--- config.mk ---
export PLATFORM = sky130hd
export DESIGN_NAME = ssp_top
export DESIGN_NICKNAME = d
export VERILOG_FILES = /design/src/common/ssp_pkg.sv /design/src/verilog/ssp_top.sv /design/src/rx/ssp_rx_deserializer.sv /design/src/tx/ssp_tx_serializer.sv /design/src/verilog/ssp_clk_ctrl.sv /design/src/verilog/ssp_fifo.sv
export SDC_FILE = /design/constraint.sdc
export NUM_CORES = 1
export LEC_CHECK = 0
export BUFFER_PORTS_ARGS = -buffer_cell sky130_fd_sc_hd__buf_2
export CORE_ASPECT_RATIO = 0.75
export CORE_MARGIN = 4
export CORE_UTILIZATION = 40
export DETAILED_ROUTE_END_ITERATION = 8
export HOLD_SLACK_MARGIN = 0.15
export SYNTH_ARGS = -nofsm -noshare
export SYNTH_HDL_FRONTEND = slang
export SYNTH_SLANG_ARGS = --single-unit
--- constraint.sdc ---
create_clock -name PCLK -period 3 [get_ports PCLK]
set_input_delay 0.15 -clock PCLK [delete_from_list [all_inputs] [get_ports PCLK]]
set_output_delay 0.15 -clock PCLK [all_outputs]
set_load 0.05 [all_outputs]
--- src/common/ssp_pkg.sv ---
`default_nettype none

package ssp_pkg;

    // one serial payload byte
    typedef logic [7:0] ssp_byte_t;

    // data bits per frame, msb first on the wire
    localparam int BYTE_BITS = 8;

    // bit counter wide enough to hold BYTE_BITS itself
    localparam int BIT_CNT_W = $clog2(BYTE_BITS + 1);

    // default fifo depth, must be a power of two
    localparam int SSP_FIFO_DEPTH = 4;

    // transmit frame states
    typedef enum logic [1:0] {
        TX_IDLE  = 2'd0, // line quiet, oe released
        TX_SYNC  = 2'd1, // one serial period of frame sync
        TX_SHIFT = 2'd2  // data bits going out
    } tx_state_e;

    // receive frame states
    typedef enum logic {
        RX_IDLE  = 1'b0, // waiting for frame sync
        RX_SHIFT = 1'b1  // collecting data bits
    } rx_state_e;

endpackage

`default_nettype wire
--- src/verilog/ssp_top.sv ---
`timescale 1ns/1ps
`default_nettype none

module ssp_top #(
    parameter int DEPTH = ssp_pkg::SSP_FIFO_DEPTH
) (
    input  wire                PCLK,
    input  wire                rst_n,
    input  wire                PSEL,
    input  wire                PWRITE,
    input  ssp_pkg::ssp_byte_t PWDATA,
    input  wire                SSPCLKIN,
    input  wire                SSPFSSIN,
    input  wire                SSPRXD,
    output ssp_pkg::ssp_byte_t PRDATA,
    output logic               SSPOE_B,
    output logic               SSPTXD,
    output logic               SSPCLKOUT,
    output logic               SSPFSSOUT,
    output logic               SSPTXINTR,
    output logic               SSPRXINTR
);

    logic tx_push, tx_pop, tx_full, tx_empty;
    logic rx_push, rx_pop, rx_full, rx_empty;
    logic tx_tick, rx_tick, rx_fss, rx_data;

    ssp_pkg::ssp_byte_t tx_head;
    ssp_pkg::ssp_byte_t rx_head;
    ssp_pkg::ssp_byte_t rx_byte;

    // bus decode, one transfer per selected cycle
    assign tx_push = PSEL && PWRITE;
    assign rx_pop  = PSEL && !PWRITE;

    assign PRDATA = rx_empty ? '0 : rx_head; // zero when nothing to read

    assign SSPTXINTR = tx_full;
    assign SSPRXINTR = rx_full;

    ssp_clk_ctrl u_clk_ctrl (
        .PCLK      (PCLK),
        .rst_n     (rst_n),
        .SSPCLKIN  (SSPCLKIN),
        .SSPFSSIN  (SSPFSSIN),
        .SSPRXD    (SSPRXD),
        .SSPCLKOUT (SSPCLKOUT),
        .tx_tick   (tx_tick),
        .rx_tick   (rx_tick),
        .rx_fss    (rx_fss),
        .rx_data   (rx_data)
    );

    // host to serializer
    ssp_fifo #(.DEPTH(DEPTH)) u_tx_fifo (
        .PCLK  (PCLK),
        .rst_n (rst_n),
        .push  (tx_push),
        .wdata (PWDATA),
        .pop   (tx_pop),
        .rdata (tx_head),
        .full  (tx_full),
        .empty (tx_empty)
    );

    // deserializer to host
    ssp_fifo #(.DEPTH(DEPTH)) u_rx_fifo (
        .PCLK  (PCLK),
        .rst_n (rst_n),
        .push  (rx_push),
        .wdata (rx_byte),
        .pop   (rx_pop),
        .rdata (rx_head),
        .full  (rx_full),
        .empty (rx_empty)
    );

    ssp_tx_serializer u_tx (
        .PCLK      (PCLK),
        .rst_n     (rst_n),
        .tx_tick   (tx_tick),
        .tx_empty  (tx_empty),
        .tx_head   (tx_head),
        .tx_pop    (tx_pop),
        .SSPTXD    (SSPTXD),
        .SSPFSSOUT (SSPFSSOUT),
        .SSPOE_B   (SSPOE_B)
    );

    ssp_rx_deserializer u_rx (
        .PCLK    (PCLK),
        .rst_n   (rst_n),
        .rx_tick (rx_tick),
        .rx_fss  (rx_fss),
        .rx_data (rx_data),
        .rx_push (rx_push),
        .rx_byte (rx_byte)
    );

endmodule

`default_nettype wire

--- src/rx/ssp_rx_deserializer.sv ---
`timescale 1ns/1ps
`default_nettype none

module ssp_rx_deserializer (
    input  wire                PCLK,
    input  wire                rst_n,
    input  wire                rx_tick,
    input  wire                rx_fss,
    input  wire                rx_data,
    output logic               rx_push,
    output ssp_pkg::ssp_byte_t rx_byte
);

    ssp_pkg::rx_state_e            state;
    logic [ssp_pkg::BIT_CNT_W-1:0] bit_cnt; // samples still expected
    ssp_pkg::ssp_byte_t            shift_q; // assembled msb first

    logic sample; // data bit sample this cycle
    logic last;   // final bit of the byte

    assign sample = rx_tick && (state == ssp_pkg::RX_SHIFT);
    assign last   = sample && (bit_cnt == ssp_pkg::BIT_CNT_W'(1));

    // byte assembly, payload only
    always_ff @(posedge PCLK) begin
        if (sample) begin
            shift_q <= {shift_q[6:0], rx_data}; // earlier bits move up
        end
    end

    assign rx_byte = shift_q; // complete when rx_push is high

    always_ff @(posedge PCLK) begin
        if (!rst_n) begin
            state   <= ssp_pkg::RX_IDLE;
            bit_cnt <= '0;
            rx_push <= 1'b0;
        end else begin
            rx_push <= last; // one cycle after the last shift

            case (state)
                ssp_pkg::RX_IDLE: begin
                    if (rx_tick && rx_fss) begin
                        // sync seen, data follows on next samples
                        state   <= ssp_pkg::RX_SHIFT;
                        bit_cnt <= ssp_pkg::BIT_CNT_W'(ssp_pkg::BYTE_BITS);
                    end
                end
                ssp_pkg::RX_SHIFT: begin
                    if (sample) begin
                        bit_cnt <= bit_cnt - 1'b1;
                    end
                    if (last) begin
                        state <= ssp_pkg::RX_IDLE; // ready for a chained sync
                    end
                end
                default: begin
                    state <= ssp_pkg::RX_IDLE;
                end
            endcase
        end
    end

endmodule

`default_nettype wire

--- src/tx/ssp_tx_serializer.sv ---
`timescale 1ns/1ps
`default_nettype none

module ssp_tx_serializer (
    input  wire                PCLK,
    input  wire                rst_n,
    input  wire                tx_tick,
    input  wire                tx_empty,
    input  ssp_pkg::ssp_byte_t tx_head,
    output logic               tx_pop,
    output logic               SSPTXD,
    output logic               SSPFSSOUT,
    output logic               SSPOE_B
);

    ssp_pkg::tx_state_e              state;
    ssp_pkg::ssp_byte_t              shift_q;  // outgoing byte, msb at top
    logic [ssp_pkg::BIT_CNT_W-1:0]   bit_cnt;  // bits still to launch

    logic frame_done; // last data bit has had its full period
    logic load;       // take a new byte from the fifo this tick

    assign frame_done = (state == ssp_pkg::TX_SHIFT) && (bit_cnt == '0);

    // start from idle or chain straight into the next frame
    assign load = tx_tick && !tx_empty &&
                  ((state == ssp_pkg::TX_IDLE) || frame_done);

    assign tx_pop = load; // fifo advances on the same edge

    // shift register holds payload only
    always_ff @(posedge PCLK) begin
        if (load) begin
            shift_q <= tx_head;
        end else if (tx_tick && (state != ssp_pkg::TX_IDLE) && (bit_cnt != '0)) begin
            shift_q <= {shift_q[6:0], 1'b0};
        end
    end

    always_ff @(posedge PCLK) begin
        if (!rst_n) begin
            state     <= ssp_pkg::TX_IDLE;
            bit_cnt   <= '0;
            SSPTXD    <= 1'b0;
            SSPFSSOUT <= 1'b0;
            SSPOE_B   <= 1'b1;
        end else if (load) begin
            // sync period, data line held low
            state     <= ssp_pkg::TX_SYNC;
            bit_cnt   <= ssp_pkg::BIT_CNT_W'(ssp_pkg::BYTE_BITS);
            SSPTXD    <= 1'b0;
            SSPFSSOUT <= 1'b1;
            SSPOE_B   <= 1'b0;
        end else if (tx_tick) begin
            case (state)
                ssp_pkg::TX_SYNC: begin
                    state     <= ssp_pkg::TX_SHIFT;
                    SSPFSSOUT <= 1'b0;
                    SSPTXD    <= shift_q[7]; // msb first
                    bit_cnt   <= bit_cnt - 1'b1;
                end
                ssp_pkg::TX_SHIFT: begin
                    if (frame_done) begin
                        // nothing queued, release the line
                        state   <= ssp_pkg::TX_IDLE;
                        SSPTXD  <= 1'b0;
                        SSPOE_B <= 1'b1;
                    end else begin
                        SSPTXD  <= shift_q[7];
                        bit_cnt <= bit_cnt - 1'b1;
                    end
                end
                default: begin
                    state <= ssp_pkg::TX_IDLE; // idle with empty fifo, or stray encoding
                end
            endcase
        end
    end

endmodule

`default_nettype wire

--- src/verilog/ssp_clk_ctrl.sv ---
`timescale 1ns/1ps
`default_nettype none

module ssp_clk_ctrl (
    input  wire  PCLK,
    input  wire  rst_n,
    input  wire  SSPCLKIN,
    input  wire  SSPFSSIN,
    input  wire  SSPRXD,
    output logic SSPCLKOUT,
    output logic tx_tick,
    output logic rx_tick,
    output logic rx_fss,
    output logic rx_data
);

    logic sclk; // PCLK/2 toggle

    // two-flop synchronisers, all three lines get the same depth
    logic [1:0] clk_sync;
    logic [1:0] fss_sync;
    logic [1:0] rxd_sync;
    logic       clk_prev; // last synced serial clock, for edge detect

    always_ff @(posedge PCLK) begin
        if (!rst_n) begin
            sclk <= 1'b0; // serial clock starts low
        end else begin
            sclk <= ~sclk;
        end
    end

    assign SSPCLKOUT = sclk;
    assign tx_tick   = ~sclk; // next edge raises SSPCLKOUT

    always_ff @(posedge PCLK) begin
        if (!rst_n) begin
            clk_sync <= '0;
            fss_sync <= '0;
            rxd_sync <= '0;
            clk_prev <= 1'b0;
        end else begin
            clk_sync <= {clk_sync[0], SSPCLKIN};
            fss_sync <= {fss_sync[0], SSPFSSIN};
            rxd_sync <= {rxd_sync[0], SSPRXD};
            clk_prev <= clk_sync[1];
        end
    end

    // falling edge of serial clock is mid-bit
    assign rx_tick = clk_prev && !clk_sync[1];

    // same stage as the clock, so they line up with rx_tick
    assign rx_fss  = fss_sync[1];
    assign rx_data = rxd_sync[1];

endmodule

`default_nettype wire

--- src/verilog/ssp_fifo.sv ---
`timescale 1ns/1ps
`default_nettype none

module ssp_fifo #(
    parameter int DEPTH = ssp_pkg::SSP_FIFO_DEPTH
) (
    input  wire               PCLK,
    input  wire               rst_n,
    input  wire               push,
    input  ssp_pkg::ssp_byte_t wdata,
    input  wire               pop,
    output ssp_pkg::ssp_byte_t rdata,
    output logic              full,
    output logic              empty
);

    localparam int AW = $clog2(DEPTH); // index bits without the wrap bit

    ssp_pkg::ssp_byte_t mem [DEPTH]; // byte storage

    logic [AW:0] wptr; // msb is the wrap bit
    logic [AW:0] rptr;

    logic do_push;
    logic do_pop;

    // pointer compare on registered values only
    assign empty = (wptr == rptr);
    assign full  = (wptr[AW] != rptr[AW]) && (wptr[AW-1:0] == rptr[AW-1:0]);

    assign do_push = push && !full;  // push into full is dropped
    assign do_pop  = pop && !empty;  // pop from empty is a no-op

    // head of queue is always visible
    assign rdata = mem[rptr[AW-1:0]];

    // storage write
    always_ff @(posedge PCLK) begin
        if (do_push) begin
            mem[wptr[AW-1:0]] <= wdata;
        end
    end

    // write pointer
    always_ff @(posedge PCLK) begin
        if (!rst_n) begin
            wptr <= '0;
        end else if (do_push) begin
            wptr <= wptr + 1'b1; // wraps naturally into the extra bit
        end
    end

    // read pointer
    always_ff @(posedge PCLK) begin
        if (!rst_n) begin
            rptr <= '0;
        end else if (do_pop) begin
            rptr <= rptr + 1'b1;
        end
    end

endmodule

`default_nettype wire

; ---- Word-level counts from Yosys, hierarchy flattened
; Memories as Yosys holds them, arrays and structs flattened. A register that Yosys moved wholly into a read port is not among the register bits.
; Index checks and enable logic that the tools add are counted.
[word_totals]
ff_bits = 51
latch_bits = 0
mem_bits_rw = 64
mem_bits_ro = 0
inputBits = 15
output_inout_bits = 14
wordCells = 125
n_memories = 2
[op_classes]
addsub = 6
mul = 0
n_div = 0
n_lt_le_gt_ge = 0
n_eq_ne = 16
shift = 0
muxes = 34
bitwise_logic = 3
reduce_logical = 43
[mem_list]
columns = memory, words, width, rd, rd_ports_with_merged_regs, write_ports, line_no
row1 = u_rx_fifo.mem, 4, 8, 1, 1, 1, ssp_fifo.sv:19  ; ssp_pkg::ssp_byte_t mem [DEPTH];
row2 = u_tx_fifo.mem, 4, 8, 1, 1, 1, ssp_fifo.sv:19
[op_table]
columns = operator, n
row1 = $mux 8, 3
row2 = $mux 4, 5
row3 = $logic_and 1x1->1, 17
row4 = $mux 1, 16
row5 = $pmux 4 s2, 2
row6 = $add 3x1->3 const B, 4
row7 = $reduce_bool 2->1, 6
row8 = $mux 2, 5
row9 = $reduce_and 2->1, 5
row10 = $reduce_and 3->1, 3
row11 = $sub 4x1->4 const B, 2
row12 = $eq 3x3->1, 2
row13 = $logic_not 1->1, 6
row14 = $ne 2x1->1 const B, 3
row15 = $eq 2x2->1, 2
row16 = $eq 4x1->1 const B, 1
row17 = $logic_not 4->1, 1
row18 = $ne 2x2->1 const B, 2
row19 = $pmux 1 s2, 2
row20 = $pmux 2 s2, 1
row21 = $reduce_bool 4->1, 1
row22 = $ne 3x2->1 const B, 1
row23 = $ne 3x3->1 const B, 1
row24 = $not 1->1, 3
row25 = other kinds (7), 8

; ---- Longest topological paths before layout
[depth]
ltp_word = 7
mapped_depth = 7

; ---- By module
; From an unflattened synthesis, not the netlist that was laid out.
[unflattened]
hier_cells = 367
hier_area_um2 = 5128.7
[modules_own_cells]
columns = mod, instances, cells_per_inst, area_per_inst_um2
row1 = ssp_fifo, 2, 110, 1724.2
row2 = ssp_tx_serializer, 1, 79, 858.3
row3 = ssp_rx_deserializer, 1, 40, 538.0
row4 = ssp_clk_ctrl, 1, 18, 221.5
row5 = ssp_top, 1, 10, 62.6

; ---- Worst setup path before layout
; No wires, ideal clock.
[synth_timing]
kind = reg2reg
from = register u_tx.state[0]
to = register u_tx.shift_q[1], data pin
setup_ns = 0.260
arrival_ns = 1.599
required_ns = 2.740
setup_slack_ns = 1.141
path_stages_with_launch = 8
path_buffers = 1
period_less_slack_ns = 1.859
cell_sequence = dfxtp_1 -> inv_1 -> ha_1 -> and4bb_2 -> o32ai_4 -> nor2_4 -> buf_6 -> mux2_4
[synth_between]
elab_chain_len = 5
[synth_lines]
columns = item, line_no
row1 = "start, declared", ssp_tx_serializer.sv:16  ; ssp_pkg::tx_state_e state;
row2 = "start signal, assigned", ssp_tx_serializer.sv:42  ; state <= ssp_pkg::TX_IDLE;
row3 = "start signal, assigned", ssp_tx_serializer.sv:49  ; state <= ssp_pkg::TX_SYNC;
row4 = "start signal, assigned", ssp_tx_serializer.sv:57  ; state <= ssp_pkg::TX_SHIFT;
row5 = $eq 2x2->1, ssp_tx_serializer.sv:23  ; assign frame_done = (state == ssp_pkg::TX_SHIFT) && (bit_cnt == '0);
row6 = $logic_and 1x1->1, ssp_tx_serializer.sv:23
row7 = $logic_or 1x1->1 (*), ssp_tx_serializer.sv:27  ; ((state == ssp_pkg::TX_IDLE) || frame_done);
row8 = $logic_and 1x1->1 (*), ssp_tx_serializer.sv:26  ; assign load = tx_tick && !tx_empty &&
row9 = $mux 8 (*), ssp_tx_serializer.sv:33  ; if (load) begin
row10 = "end signal, assigned", ssp_tx_serializer.sv:34  ; shift_q <= tx_head;
row11 = "end signal, assigned", ssp_tx_serializer.sv:36  ; shift_q <= {shift_q[6:0], 1'b0};
row12 = "end, declared", ssp_tx_serializer.sv:17  ; ssp_pkg::ssp_byte_t shift_q;
; Every way passes the cells marked *; elsewhere a longest branch is shown, timed or not.
; A chain may end at the register's enable or synchronous reset.

==> out/qor.csv <==
metric;value;unit
status;complete, no violations;
clock.fmax;462.6;MHz
final_area;0.005793;mm^2
dp_cells;494;
p_comb_frac;0.130;
clockPowerShare;0.426;
wl_per_cell;15.53;um
p_int;3.378;mW
yosysWarnings;0;
portBuffers;28;
die_y;103.0;um
critPathRequiredTime;2.85;ns
drt-initial-drc-count;143;
rsz0062_at_grt;false;
htreeDepth;4;
drv_cap;0;
dr_total_vias;2587;
yosysTopAreaCell;edfxtp_1;
endpoint_kind;primary output;
power.density;769.3;mW/mm^2
min_period;2.162;ns
reg2reg_slack;0.87;ns
min_path_type;primary input to flip-flop;
placedInstanceArea;0.005112;mm^2
p_sw;1.079;mW
n_antenna_cell;0;
p_seq_frac;0.444;
grt_usage;0.1307;
cp-start-kind;flip-flop;
met2_usage;0.1892;
drive_gt1_frac;0.2373;
synth.distinct_cells;48;
synthArstFlopShare;0;
clk_pin_slew;0.05;ns
top_usage_layer;met2;
grt_max_degree;26;
grt_pass1_vias;2539;
dieArea;0.01386;mm^2
ys.flop_type;edfxtp_1;
cts_resized;0;
fin_crit_sh;0.7206;
cp_max_fo;8;
die_w;134.6;um
syn_area;0.004810;mm^2
numCtsBuffers;17;
initial_core_util;0.4126;
synth_edf_count;80;
setup_viol;0;
nNetsFinal;395;
whs;0.1729;ns
grtUsageMet3;0.04098;
clk_path_buf_depth;2;
avgSynthCellArea;15.37;um^2
dp_hpwl;5385;um
wirelength;8337;um
io_pins;29;
final.setup.tns;0;ns
crit_arrival;2.01;ns
antenna_found_initial;0;
vias_per_cell;4.818;
cts.sinks;119;
cts_root_buffer;clkbuf_16;
synth_nets;345;
grt_pass1_wl;13460;um
gp_congestion;0.7111;
synth_area_leaders;edfxtp_1 (50%), dfxtp_1 (16%), mux4_2 (7.5%), ha_1 (4.4%), and2_1 (2.2%);
areaGrowthSynthToFinish;20.45;%
hold_violations;0;
worstSkewPairLatency;0.40;ns
drc;0;
ys_ff_latch;119;
maxSlewViolCount;0;
tightest_slew;0.7918;ns
rows;34;
ant_nets;0;
skew;0.005950;ns
swShare;0.2422;
yosysSeqAreaShare;0.6618;
p_leak;2.040;nW
synth_top_area_frac;0.4995;
first_pass_iters;4;
gr-usage-met1;0.1850;
critPathKind;flip-flop to primary output;
core;0.01166;mm^2
ir_worst_vdd;0.3783;mV
cts_tree;built;
final_core_util;0.4970;
grt_overflow;0;
syn_inst;313;
slew_headroom;0.4721;
final-instance-count-excl-fill;537;
## final timing paths
kind,depth (start not counted),start,end
max,3,flip-flop,PRDATA[0]
min,2,rst_n,u_tx.SSPOE_B$_SDFFE_PN1P_
max reg2reg,5,u_tx.state[0]$_SDFFE_PN0P_,u_tx.shift_q[1]$_DFFE_PP_
min reg2reg,0,u_clk_ctrl.rxd_sync[1]$_SDFF_PN0_,u_rx.rx_byte[0]$_DFFE_PP_
## sequential cells by signal (all words and copies together) (netlist names), 2 cells and up, named ones only
name / count
u_clk_ctrl.rxd_sync: 2
u_clk_ctrl.clk_sync: 2
u_rx.rx_byte: 8
u_tx_fifo.rptr: 3
u_tx.state: 2
u_tx_fifo.mem: 32
u_tx_fifo.wptr: 3
u_rx.bit_cnt: 4
u_tx.bit_cnt: 4
u_tx.shift_q: 8
u_rx_fifo.wptr: 3
u_rx_fifo.rptr: 3
u_clk_ctrl.fss_sync: 2
u_rx_fifo.mem: 32
## per-layer routing
metal	wire (um)	share of wire
met5	0	0
met4	104	0.012
met3	273	0.033
met2	3605	0.43
met1	4354	0.52
## logic make-up after synthesis
| kind of cell | synth area share |
|---|---|
| compound gates | 0.05385 |
| mux | 0.1035 |
| flops | 0.6618 |
| xor+xnor | 0.02524 |
| fa+ha+maj | 0.04422 |
| simple gates | 0.08819 |
| buf+inv | 0.02315 |
## cells in the mapped netlist (2+ instances only)
cell type  count
a211oi_1       2
a21boi_0       2
a21oi_1       10
and2_1        17
and3_1         2
and3b_1        2
buf_1          2
clkbuf_1       5
dfxtp_1       39
edfxtp_1      80
ha_1          17
inv_1         17
mux2_2         6
mux2_4         2
mux2i_1        4
mux4_2        16
nand2_1        5
nand2b_1       4
nand3_1        4
nor2_1        15
nor2b_1       10
nor3_1         4
nor4b_1        2
o21a_1         5
o21ai_0        6
o31ai_1        3
xnor2_1        9
xor2_1         3
## timing repair
action / CTS / global route
buffers inserted: 0 / 0
hold endpoints to repair: 36 / 0
hold buffers: 12 / 0
## placed cells by master, fill, tap and decap left out, drive strengths merged, types with 2 or more instances in the layout
master       instances
nand2b               4
ha                  17
bufinv               2
and3                 2
inv                 18
xor2                 4
a21oi               10
nor3                 4
a21boi               2
nor2b               10
and3b                2
o21ai                7
dfxtp               39
clkbuf              17
nor4b                2
mux4                16
o21a                 5
a211oi               2
mux2i                4
clkinv               7
and2                17
o31ai                3
xnor2                9
nor2                16
mux2                 8
clkinvlp             4
buf                 29
dlygate4sd3         12
nand3                4
edfxtp              80
nand2                5
## critical path, cell delays in order, from the launching register on
cell and delay, ns:
dfxtp_1 0.67, mux4_2 0.56, nor2b_1 0.15, buf_2 0.23
## power groups by stage
| stage | Sequential (mW) | Clock, mW | Combinational [mW] |
|---|---|---|---|
| final | 1.98 | 1.90 | 0.579 |
| after CTS | 1.98 | 1.95 | 0.585 |
| after detailed placement | 2.01 | 0 | 0.570 |
| after global routing | 2.00 | 2.03 | 0.632 |
| after global placement | 2.01 | 0 | 0.562 |
| after floorplan | 2.01 | 0 | 0.455 |
## metrics by stage
step | setup slack, ns | power [mW]
2_1_floorplan | 1.141 | 2.460
3_3_place_gp | 0.9415 | 2.574
3_5_place_dp | 0.8682 | 2.582
4_1_cts | 0.7639 | 4.514
5_1_grt | 0.6870 | 4.660
6_report | 0.8383 | 4.457
## layout make-up
class                      instances  area [um^2]
tap                              162        202.7
timing repair buffer              41        267.8
multi-input combinational        167         1515
clock inverter                    14        135.1
sequential                       119         3183
fill                            1008         5863
clock buffer                      17        425.4
inverter                          17        63.81
Note: power is estimated with default switching activity, not from simulation.
